`src/hw/adpcmb_pkg.sv`:
```
//**********************************************************************
// Shared definitions for the ADPCM-B playback channel. Holds widths,
// the APB register map, step-size constants, bus and config structs
// and the playback FSM encoding. Imported by every RTL module.
//**********************************************************************
`default_nettype none

package adpcmb_pkg;

    // Widths with a meaning
    typedef logic [15:0]        addr_t;          // Byte address into sample memory
    typedef logic [16:0]        nibble_addr_t;   // Byte address plus low-nibble select
    typedef logic signed [15:0] pcm_t;           // Decoded sample
    typedef logic [15:0]        step_t;          // Adaptive step size
    typedef logic [15:0]        delta_n_t;       // Pitch increment
    typedef logic [15:0]        rate_t;          // Tick divider
    typedef logic [3:0]         nibble_t;        // ADPCM code

    // APB register offsets
    localparam logic [7:0] REG_CTRL    = 8'h00;
    localparam logic [7:0] REG_PAN     = 8'h04;
    localparam logic [7:0] REG_START   = 8'h08;
    localparam logic [7:0] REG_END     = 8'h0C;
    localparam logic [7:0] REG_DELTA_N = 8'h10;
    localparam logic [7:0] REG_RATE    = 8'h14;
    localparam logic [7:0] REG_STATUS  = 8'h18;

    // CTRL bit positions
    localparam int CTRL_START_BIT  = 0;
    localparam int CTRL_REPEAT_BIT = 1;
    localparam int CTRL_STOP_BIT   = 2;

    localparam rate_t RATE_MIN = 16'd8;     // Keeps one nibble in flight at most

    // Delta-T step adaptation
    localparam step_t STEP_INIT = 16'd127;
    localparam step_t STEP_MIN  = 16'd127;
    localparam step_t STEP_MAX  = 16'd24576;

    // Step multipliers over 64, indexed by the 3 magnitude bits
    localparam logic [7:0][7:0] STEP_MULT = {
        8'd153, 8'd128, 8'd102, 8'd77,
        8'd57,  8'd57,  8'd57,  8'd57
    };

    typedef struct packed {
        logic        psel;
        logic        penable;
        logic        pwrite;
        logic [7:0]  paddr;
        logic [15:0] pwdata;
    } apb_req_s;

    typedef struct packed {
        logic [15:0] prdata;
        logic        pready;
        logic        pslverr;
    } apb_rsp_s;

    typedef struct packed {
        addr_t      start_addr;
        addr_t      end_addr;
        delta_n_t   delta_n;
        rate_t      rate;
        logic       repeat_en;
        logic [1:0] pan;        // Bit 1 left, bit 0 right
    } chan_cfg_s;

    typedef enum logic [2:0] {
        IDLE,
        WAIT_STEP,
        READ,
        LATCH,
        DECODE
    } play_state_e;

endpackage

`default_nettype wire

```
`src/hw/adpcmb_regs.sv`:
```
//**********************************************************************
// APB slave for the channel. Holds the configuration registers,
// turns CTRL writes into start and stop pulses and keeps the sticky
// end-of-sample flag that STATUS reports with the busy bit.
//**********************************************************************
`timescale 1ns/1ps
`default_nettype none

module adpcmb_regs
    import adpcmb_pkg::*;
(
    input  wire logic      clk,
    input  wire logic      rst,
    input  wire apb_req_s  apb_req,
    output apb_rsp_s       apb_rsp,
    input  wire logic      busy,
    input  wire logic      end_flag_set,
    output chan_cfg_s      cfg,
    output logic           cmd_start,
    output logic           cmd_stop
);

    logic access;       // Access phase of any transfer
    logic wr_en;
    logic wr_ctrl;
    logic mapped;
    logic end_flag;

    assign access  = apb_req.psel & apb_req.penable;
    assign wr_en   = access & apb_req.pwrite;
    assign wr_ctrl = wr_en & (apb_req.paddr == REG_CTRL);

    // Command pulses last the single access cycle, stop wins
    assign cmd_stop  = wr_ctrl & apb_req.pwdata[CTRL_STOP_BIT];
    assign cmd_start = wr_ctrl & apb_req.pwdata[CTRL_START_BIT] &
                       ~apb_req.pwdata[CTRL_STOP_BIT];

    always_ff @(posedge clk) begin
        if (rst) begin
            cfg <= '0;
        end else if (wr_en) begin
            case (apb_req.paddr)
                REG_CTRL:    cfg.repeat_en  <= apb_req.pwdata[CTRL_REPEAT_BIT];
                REG_PAN:     cfg.pan        <= apb_req.pwdata[1:0];
                REG_START:   cfg.start_addr <= apb_req.pwdata;
                REG_END:     cfg.end_addr   <= apb_req.pwdata;
                REG_DELTA_N: cfg.delta_n    <= apb_req.pwdata;
                REG_RATE:    cfg.rate       <= apb_req.pwdata;
                default: ;                                  // Unmapped, dropped
            endcase
        end
    end

    // Sticky until the next start
    always_ff @(posedge clk) begin
        if (rst || cmd_start) begin
            end_flag <= 1'b0;
        end else if (end_flag_set) begin
            end_flag <= 1'b1;
        end
    end

    always_comb begin
        mapped         = 1'b1;
        apb_rsp.prdata = '0;
        case (apb_req.paddr)
            REG_CTRL:    apb_rsp.prdata[CTRL_REPEAT_BIT] = cfg.repeat_en;
            REG_PAN:     apb_rsp.prdata[1:0] = cfg.pan;
            REG_START:   apb_rsp.prdata = cfg.start_addr;
            REG_END:     apb_rsp.prdata = cfg.end_addr;
            REG_DELTA_N: apb_rsp.prdata = cfg.delta_n;
            REG_RATE:    apb_rsp.prdata = cfg.rate;
            REG_STATUS:  apb_rsp.prdata[1:0] = {end_flag, busy};
            default:     mapped = 1'b0;
        endcase
    end

    assign apb_rsp.pready = 1'b1;                           // Never stalls
    assign apb_rsp.pslverr = access &
                             (~mapped | (apb_req.pwrite & (apb_req.paddr == REG_STATUS)));

endmodule

`default_nettype wire

```
`src/hw/adpcmb_step_timer.sv`:
```
//**********************************************************************
// Sample tick divider and Delta-N phase accumulator. tick pulses every
// rate cycles while the channel plays. step_req marks the tick whose
// phase addition carries, which asks for the next nibble.
//**********************************************************************
`timescale 1ns/1ps
`default_nettype none

module adpcmb_step_timer
    import adpcmb_pkg::*;
(
    input  wire logic     clk,
    input  wire logic     rst,
    input  wire rate_t    rate,
    input  wire delta_n_t delta_n,
    input  wire logic     busy,
    input  wire logic     cmd_start,
    output logic          tick,
    output logic          step_req
);

    rate_t    rate_eff;     // Divider held at the floor
    rate_t    cnt;
    delta_n_t phase;

    assign rate_eff = (rate < RATE_MIN) ? RATE_MIN : rate;

    always_ff @(posedge clk) begin
        if (rst) begin
            cnt      <= '0;
            phase    <= '0;
            tick     <= 1'b0;
            step_req <= 1'b0;
        end else if (cmd_start) begin
            cnt      <= rate_eff - 1'b1;                    // First tick a full period out
            phase    <= '0;
            tick     <= 1'b0;
            step_req <= 1'b0;
        end else if (busy && cnt == '0) begin
            cnt               <= rate_eff - 1'b1;
            tick              <= 1'b1;
            {step_req, phase} <= {1'b0, phase} + {1'b0, delta_n};   // Carry asks for a step
        end else begin
            if (busy) begin
                cnt <= cnt - 1'b1;
            end
            tick     <= 1'b0;
            step_req <= 1'b0;
        end
    end

endmodule

`default_nettype wire

```
`src/hw/adpcmb_addr_gen.sv`:
```
//**********************************************************************
// Nibble address counter. Loads the high nibble of the start byte,
// steps one nibble per advance and flags the low nibble of the end
// byte. Advancing past the end wraps back to the start.
//**********************************************************************
`timescale 1ns/1ps
`default_nettype none

module adpcmb_addr_gen
    import adpcmb_pkg::*;
(
    input  wire logic  clk,
    input  wire logic  rst,
    input  wire addr_t start_addr,
    input  wire addr_t end_addr,
    input  wire logic  load,
    input  wire logic  adv,
    output addr_t      mem_addr,
    output logic       low_nib,
    output logic       last
);

    nibble_addr_t nib_addr;
    nibble_addr_t start_nib;
    nibble_addr_t end_nib;

    assign start_nib = {start_addr, 1'b0};      // High nibble plays first
    assign end_nib   = {end_addr, 1'b1};

    assign last     = (nib_addr == end_nib);
    assign mem_addr = nib_addr[16:1];
    assign low_nib  = nib_addr[0];

    always_ff @(posedge clk) begin
        if (rst) begin
            nib_addr <= '0;
        end else if (load) begin
            nib_addr <= start_nib;
        end else if (adv) begin
            // Wrap at the end, the FSM decides whether to keep going
            nib_addr <= last ? start_nib : nib_addr + 1'b1;
        end
    end

endmodule

`default_nettype wire

```
`src/hw/adpcmb_ctrl.sv`:
```
//**********************************************************************
// Playback FSM. One nibble fetch per step request: read the byte,
// latch the nibble, then strobe the decoder and the address counter.
// Handles end of sample by restarting or stopping the channel.
//**********************************************************************
`timescale 1ns/1ps
`default_nettype none

module adpcmb_ctrl
    import adpcmb_pkg::*;
(
    input  wire logic clk,
    input  wire logic rst,
    input  wire logic cmd_start,
    input  wire logic cmd_stop,
    input  wire logic repeat_en,
    input  wire logic step_req,
    input  wire logic last,
    output logic      busy,
    output logic      mem_rd,
    output logic      latch,
    output logic      dec_en,
    output logic      dec_clr,
    output logic      addr_load,
    output logic      addr_adv,
    output logic      end_flag_set
);

    play_state_e state;
    play_state_e state_nxt;
    logic        at_end;    // Decoding the final nibble

    assign at_end = (state == DECODE) && last;

    always_comb begin
        state_nxt = state;
        if (cmd_stop) begin
            state_nxt = IDLE;
        end else if (cmd_start) begin
            state_nxt = WAIT_STEP;                          // Also restarts mid-play
        end else begin
            case (state)
                IDLE:      state_nxt = IDLE;
                WAIT_STEP: if (step_req) state_nxt = READ;
                READ:      state_nxt = LATCH;               // Memory answers next cycle
                LATCH:     state_nxt = DECODE;
                DECODE:    state_nxt = (last && !repeat_en) ? IDLE : WAIT_STEP;
                default:   state_nxt = IDLE;
            endcase
        end
    end

    always_ff @(posedge clk) begin
        if (rst) begin
            state <= IDLE;
        end else begin
            state <= state_nxt;
        end
    end

    assign busy      = (state != IDLE);
    assign mem_rd    = (state == READ);
    assign latch     = (state == LATCH);
    assign dec_en    = (state == DECODE);
    assign addr_adv  = (state == DECODE);
    assign addr_load = cmd_start;

    // Clear on any start or stop, and at a repeat wrap
    assign dec_clr      = cmd_start | cmd_stop | (at_end & repeat_en);
    assign end_flag_set = at_end & ~repeat_en & ~cmd_stop;

endmodule

`default_nettype wire

```
`src/hw/adpcmb_decoder.sv`:
```
//**********************************************************************
// Delta-T ADPCM decoder with adaptive step and panned outputs.
// Latches the selected nibble, updates accumulator and step on dec_en
// and registers the panned sample at every tick while playing.
//**********************************************************************
`timescale 1ns/1ps
`default_nettype none

module adpcmb_decoder
    import adpcmb_pkg::*;
(
    input  wire logic       clk,
    input  wire logic       rst,
    input  wire logic [7:0] mem_data,
    input  wire logic       low_nib,
    input  wire logic       latch,
    input  wire logic       dec_en,
    input  wire logic       dec_clr,
    input  wire logic       tick,
    input  wire logic       busy,
    input  wire logic [1:0] pan,
    output pcm_t            pcm_l,
    output pcm_t            pcm_r,
    output logic            pcm_valid
);

    nibble_t            nib;
    logic [2:0]         mag;
    pcm_t               acc;
    step_t              step;
    logic [19:0]        diff_prod;      // (2*mag+1) * step
    logic [16:0]        diff;
    logic signed [17:0] acc_sum;
    pcm_t               acc_nxt;
    logic [23:0]        step_prod;
    logic [17:0]        step_scaled;
    step_t              step_nxt;

    // Nibble capture, high nibble at even addresses
    always_ff @(posedge clk) begin
        if (latch) begin
            nib <= low_nib ? mem_data[3:0] : mem_data[7:4];
        end
    end

    assign mag = nib[2:0];

    always_comb begin
        diff_prod = 20'({mag, 1'b1}) * 20'(step);
        diff      = diff_prod[19:3];                        // Divide by 8, truncated
        if (nib[3]) begin
            acc_sum = 18'(acc) - $signed({1'b0, diff});
        end else begin
            acc_sum = 18'(acc) + $signed({1'b0, diff});
        end
        if (acc_sum > 18'sd32767) begin
            acc_nxt = 16'sh7FFF;
        end else if (acc_sum < -18'sd32768) begin
            acc_nxt = 16'sh8000;
        end else begin
            acc_nxt = acc_sum[15:0];
        end

        step_prod   = 24'(step) * 24'(STEP_MULT[mag]);
        step_scaled = step_prod[23:6];                      // Over 64
        if (step_scaled < 18'(STEP_MIN)) begin
            step_nxt = STEP_MIN;
        end else if (step_scaled > 18'(STEP_MAX)) begin
            step_nxt = STEP_MAX;
        end else begin
            step_nxt = step_scaled[15:0];
        end
    end

    // Accumulator and step, clear wins over a decode
    always_ff @(posedge clk) begin
        if (rst || dec_clr) begin
            acc  <= '0;
            step <= STEP_INIT;
        end else if (dec_en) begin
            acc  <= acc_nxt;
            step <= step_nxt;
        end
    end

    // Output stage samples the accumulator before a pending decode
    always_ff @(posedge clk) begin
        if (rst || dec_clr) begin
            pcm_l     <= '0;
            pcm_r     <= '0;
            pcm_valid <= 1'b0;
        end else if (tick && busy) begin
            pcm_l     <= pan[1] ? acc : '0;                 // Left
            pcm_r     <= pan[0] ? acc : '0;                 // Right
            pcm_valid <= 1'b1;
        end else begin
            pcm_valid <= 1'b0;
        end
    end

endmodule

`default_nettype wire

```
`src/hw/adpcmb_top.sv`:
```
//**********************************************************************
// ADPCM-B channel top level. Connects the APB register block, timer,
// address counter, playback FSM and decoder. The sample memory is
// external with a fixed one-cycle read latency.
//**********************************************************************
`timescale 1ns/1ps
`default_nettype none

module adpcmb_top
    import adpcmb_pkg::*;
(
    input  wire logic       clk,
    input  wire logic       rst,
    input  wire apb_req_s   apb_req,
    output apb_rsp_s        apb_rsp,
    output logic            mem_rd,
    output addr_t           mem_addr,
    input  wire logic [7:0] mem_data,
    output pcm_t            pcm_l,
    output pcm_t            pcm_r,
    output logic            pcm_valid
);

    chan_cfg_s cfg;
    logic      cmd_start;
    logic      cmd_stop;
    logic      busy;
    logic      end_flag_set;
    logic      tick;
    logic      step_req;
    logic      last;
    logic      low_nib;
    logic      latch;
    logic      dec_en;
    logic      dec_clr;
    logic      addr_load;
    logic      addr_adv;

    adpcmb_regs u_regs (
        .clk          ( clk          ),
        .rst          ( rst          ),
        .apb_req      ( apb_req      ),
        .apb_rsp      ( apb_rsp      ),
        .busy         ( busy         ),
        .end_flag_set ( end_flag_set ),
        .cfg          ( cfg          ),
        .cmd_start    ( cmd_start    ),
        .cmd_stop     ( cmd_stop     )
    );

    adpcmb_step_timer u_timer (
        .clk       ( clk         ),
        .rst       ( rst         ),
        .rate      ( cfg.rate    ),
        .delta_n   ( cfg.delta_n ),
        .busy      ( busy        ),
        .cmd_start ( cmd_start   ),
        .tick      ( tick        ),
        .step_req  ( step_req    )
    );

    adpcmb_addr_gen u_addr (
        .clk        ( clk            ),
        .rst        ( rst            ),
        .start_addr ( cfg.start_addr ),
        .end_addr   ( cfg.end_addr   ),
        .load       ( addr_load      ),
        .adv        ( addr_adv       ),
        .mem_addr   ( mem_addr       ),
        .low_nib    ( low_nib        ),
        .last       ( last           )
    );

    adpcmb_ctrl u_ctrl (
        .clk          ( clk           ),
        .rst          ( rst           ),
        .cmd_start    ( cmd_start     ),
        .cmd_stop     ( cmd_stop      ),
        .repeat_en    ( cfg.repeat_en ),
        .step_req     ( step_req      ),
        .last         ( last          ),
        .busy         ( busy          ),
        .mem_rd       ( mem_rd        ),
        .latch        ( latch         ),
        .dec_en       ( dec_en        ),
        .dec_clr      ( dec_clr       ),
        .addr_load    ( addr_load     ),
        .addr_adv     ( addr_adv      ),
        .end_flag_set ( end_flag_set  )
    );

    adpcmb_decoder u_dec (
        .clk       ( clk       ),
        .rst       ( rst       ),
        .mem_data  ( mem_data  ),
        .low_nib   ( low_nib   ),
        .latch     ( latch     ),
        .dec_en    ( dec_en    ),
        .dec_clr   ( dec_clr   ),
        .tick      ( tick      ),
        .busy      ( busy      ),
        .pan       ( cfg.pan   ),
        .pcm_l     ( pcm_l     ),
        .pcm_r     ( pcm_r     ),
        .pcm_valid ( pcm_valid )
    );

endmodule

`default_nettype wire

```
`config.mk`:
```
export PLATFORM = sky130hd
export DESIGN_NAME = adpcmb_top
export DESIGN_NICKNAME = d
export VERILOG_FILES = /design/src/hw/adpcmb_pkg.sv /design/src/hw/adpcmb_regs.sv /design/src/hw/adpcmb_step_timer.sv /design/src/hw/adpcmb_addr_gen.sv /design/src/hw/adpcmb_ctrl.sv /design/src/hw/adpcmb_decoder.sv /design/src/hw/adpcmb_top.sv
export SDC_FILE = /design/constraint.sdc
export NUM_CORES = 1
export LEC_CHECK = 0
export BUFFER_PORTS_ARGS = -buffer_cell sky130_fd_sc_hd__buf_2
export CAP_MARGIN = 0
export CORE_MARGIN = 2
export CORE_UTILIZATION = 45
export DETAILED_ROUTE_END_ITERATION = 7
export PLACE_DENSITY = 0.66
export SLEW_MARGIN = 5
export SYNTH_ARGS = -nofsm -noshare
export SYNTH_HDL_FRONTEND = slang
export SYNTH_HIERARCHICAL = 1
export SYNTH_SLANG_ARGS = --single-unit
```
`constraint.sdc`:
```
create_clock -name clk -period 9.9 [get_ports clk]
set_input_delay 1.98 -clock clk [delete_from_list [all_inputs] [get_ports clk]]
set_output_delay 1.98 -clock clk [all_outputs]
set_load 0.005 [all_outputs]
```
==> flow_summary.toml <==
[hold_path]
hold_class = "flip-flop to flip-flop"

[place]
place_ws_ns = 2.784
portBuffers = 103
dp_hpwl_um = 34460
gp_routability_congestion = 0.8874

[synth]
synth_top_area_frac = 0.2212
syn_nets = 2341
yosysWarnings = 6
ys_ff_latch = 197
synth_enable_flop_cells = 4
yosys.area.top_type = "dfxtp_1"
yosysUniqueCellTypes = 113
syn_area_um2 = 17470
yosys-top-cells-count = "261 x nand2_1, 193 x dfxtp_1, 174 x a21oi_1"
post-synth-top-count-cell = "nand2_1"
async_flop_share = 0
synth.avg_cell_area_um2 = 8.362
syn-instance-count = 2089
yosys-top-cells-area = "dfxtp_1 22%, fa_1 13%, ha_1 7.3%"
yosysSeqAreaShare = 0.2280
synth_flop_cell = "dfxtp_1"

[sta]
finalMaxSlewViolations = 0
setup_slack_ns = 2.706
fmax_mhz = 139.0
tightest_slew_ns = 1.277
finalSetupTns_ns = 0
clock_skew_ns = 0.01616
relSlewSlack = 0.1458
timing.final.crit_period_ns = 7.194
hold_violations = 0
hold_ws_ns = 0.4600
period_share = 0.7267
rsz0062_at_grt = "no"
setup_viol_count_final = 0

[cells_and_area]
final.fill_count = 3713
syn_to_final_growth_pct = 7.793
final_core_util = 0.4895
finalNetCount = 2362
drive_gt1_frac = 0.1041

[status]
status = "complete, no violations"

[global_route]
grt_overflow = 0
grt_first_pass_wirelength_um = 75290
grt_pass1_vias = 14850
track_usage = 0.2263
antenna_found_initial = 1
grt_max_degree = 54

[clock_tree]
cts.hold.buffers_added = 0
clockBufferDepth = 2
htreeDepth = 4
cts_tree = "yes"
cts_buffers = 17
cts_sinks = 197
clk_latency_ns = 0.45
cts_root_buf = "clkbuf_16"
post-cts-setup-buffer-count = 0
cts.repair.resized = 0
clk_pin_slew_worst_paths_ns = 0.08

[routing]
met3_length_um = 2042
dr.max_layer_used = "met4"
dr.pass1.iters = 5
drt_wl_total_um = 45530
wl_per_cell_um = 17.23
drtIter0Drc = 1166
wl_met1_um = 20300
wl_met2_um = 22220
drc = 0
antenna_left = 0
via_per_inst = 5.713
vias = 15100

[floorplanning]
io_pins = 105
dieArea_um2 = 40410
die_y_um = 201.0
placeableCoreArea_um2 = 38470
start_util = 0.4541
die_x_um = 201.0
fp-row-count = 72

[power_and_ir_drop]
p_int_mw = 1.208
clkPwrFrac = 0.476
p_sw_frac = 0.2464
p_comb_frac = 0.029
powerDensity_nw_per_um2 = 85.11
vdd_drop_max_mv = 0.1235
p_sw_mw = 0.3949
seq_power_share = 0.496
p_leak_nw = 8.748

[setup_path]
required_ns = 10.28
cp_max_fo = 17
worst-endpoint-arrival_ns = 7.57
worst-setup-path-type = "flip-flop to flip-flop"
critPathLaunchType = "flip-flop"
crit_path_end_kind = "flip-flop"

[flow_run]
max-cap-violations = 0
[worst paths after layout]
path,start,endpoint,slack [ns],cells past startpoint
worst max-delay path,u_dec/nib[0]$_DFFE_PP_,u_dec/acc[5]$_SDFFE_PP0P_,2.71,22
worst min-delay path,u_timer/phase[4]$_SDFFE_PP0P_,u_timer/phase[4]$_SDFFE_PP0P_,0.46,2
worst max register to register,u_dec/nib[0]$_DFFE_PP_,u_dec/acc[5]$_SDFFE_PP0P_,2.71,22
worst min register to register,u_timer/phase[4]$_SDFFE_PP0P_,u_timer/phase[4]$_SDFFE_PP0P_,0.46,2
[metrics by stage]
stage	power, mW	cell area, um2	instances
4_1_cts	1.616	18830	2641
3_5_place_dp	0.8585	18200	2609
2_1_floorplan	0.8376	17470	2089
5_1_grt	1.655	18830	2641
6_report	1.603	18830	2642
3_3_place_gp	0.8585	18200	2609
[registers in the layout (all words and copies together), names as in the netlist, 3 cells and up, named ones only]
name	cells
u_timer/phase	16
u_dec/nib	4
u_regs/cfg	67
u_addr/nib_addr	17
u_dec/acc	16
u_timer/cnt	16
u_dec/pcm_r	16
u_dec/step	16
u_dec/pcm_l	16
u_ctrl/state	3
[critical path, stage by stage, from the launching register on]
cell       delay [ns]
edfxtp_1         0.62
and2_1           0.29
fa_1             0.56
fa_1             0.47
fa_1             0.50
a211oi_1         0.46
o21ai_0          0.17
xor2_1           0.19
a211oi_2         0.22
and4b_4          0.30
nor2_1           0.05
xnor2_1          0.16
ha_1             0.36
a2111oi_0        0.38
o21ai_0          0.19
a221oi_2         0.30
a21oi_1          0.18
a211oi_2         0.28
and3_1           0.19
o21ai_0          0.08
a21oi_1          0.75
o21ai_0          0.25
a21oi_2          0.17
[placed cells by master (no fill, tap or decap), types with 8 or more instances in the layout]
cell type  synthesis  final
a211oi_1           9      9
a21o_1            23     23
a21oi_1          174    173
a22o_1            39     39
a311o_1           13     13
a31oi_1           10     10
and2_1            85     85
and3_1            20     20
and4_1             8      8
buf_2              9    102
buf_4              8     11
clkbuf_16          0     18
dfxtp_1          193    193
fa_1             113    113
ha_1             102    102
inv_1            170    170
mux2i_1           60     60
nand2_1          261    261
nand2b_1           8      8
nand3_1           30     30
nand4_1           19     19
nor2_1           134    134
nor2b_1           18     18
nor3_1            42     42
nor3b_1           18     18
nor4_1            32     31
o211ai_1           9      9
o21a_1            14     14
o21ai_0           77     77
o31ai_1            8      8
or2_2             10     10
or3_1             12     12
xnor2_1           60     60
xor2_1            48     48
[area by class of cell]
| class | instances | area [um2] | share of cell area |
|---|---|---|---|
| Multi-Input combinational cell | 1611 | 12330 | 0.6549 |
| Tap cell | 518 | 648.1 | 0.03442 |
| Inverter | 170 | 638.1 | 0.03389 |
| Clock buffer | 18 | 450.4 | 0.02392 |
| Antenna cell | 1 | 2.502 | 0.0001329 |
| Sequential cell | 197 | 3984 | 0.2116 |
| Clock inverter | 14 | 181.4 | 0.009635 |
| Timing Repair Buffer | 113 | 593.1 | 0.03149 |
[power by group through the flow]
stage | clock, mW | sequential [mW] | combinational [mW]
2_1_floorplan | 0 | 0.813 | 0.0246
3_3_place_gp | 0 | 0.813 | 0.0454
3_5_place_dp | 0 | 0.813 | 0.0455
4_1_cts | 0.777 | 0.794 | 0.0455
5_1_grt | 0.811 | 0.794 | 0.0493
6_report | 0.762 | 0.794 | 0.0462
[per-layer routing]
metal | track usage | vias up
met2 | 0.3925 | 416
met3 | 0.03036 | 65
met5 | 0 | -
li1 | - | 7292
met1 | 0.2934 | 7322
met4 | 0.06640 | 0
[kinds of logic (layout without fill, tap and decap cells)]
| group | count (synthesis) | after routing | synth area share |
|---|---|---|---|
| and+or+nand+nor | 753 | 753 | 0.2234 |
| AOI/OAI and AO/OA | 465 | 465 | 0.1831 |
| DFF | 197 | 197 | 0.2280 |
| adders and majority gates | 215 | 215 | 0.2025 |
| muxes | 66 | 66 | 0.03825 |
| xor gates and xnor gates | 111 | 111 | 0.05759 |
| other | 1 | 2 | 0.0002147 |
| buffers and inverters | 281 | 315 | 0.06690 |
(Power assumes the default switching activity.)
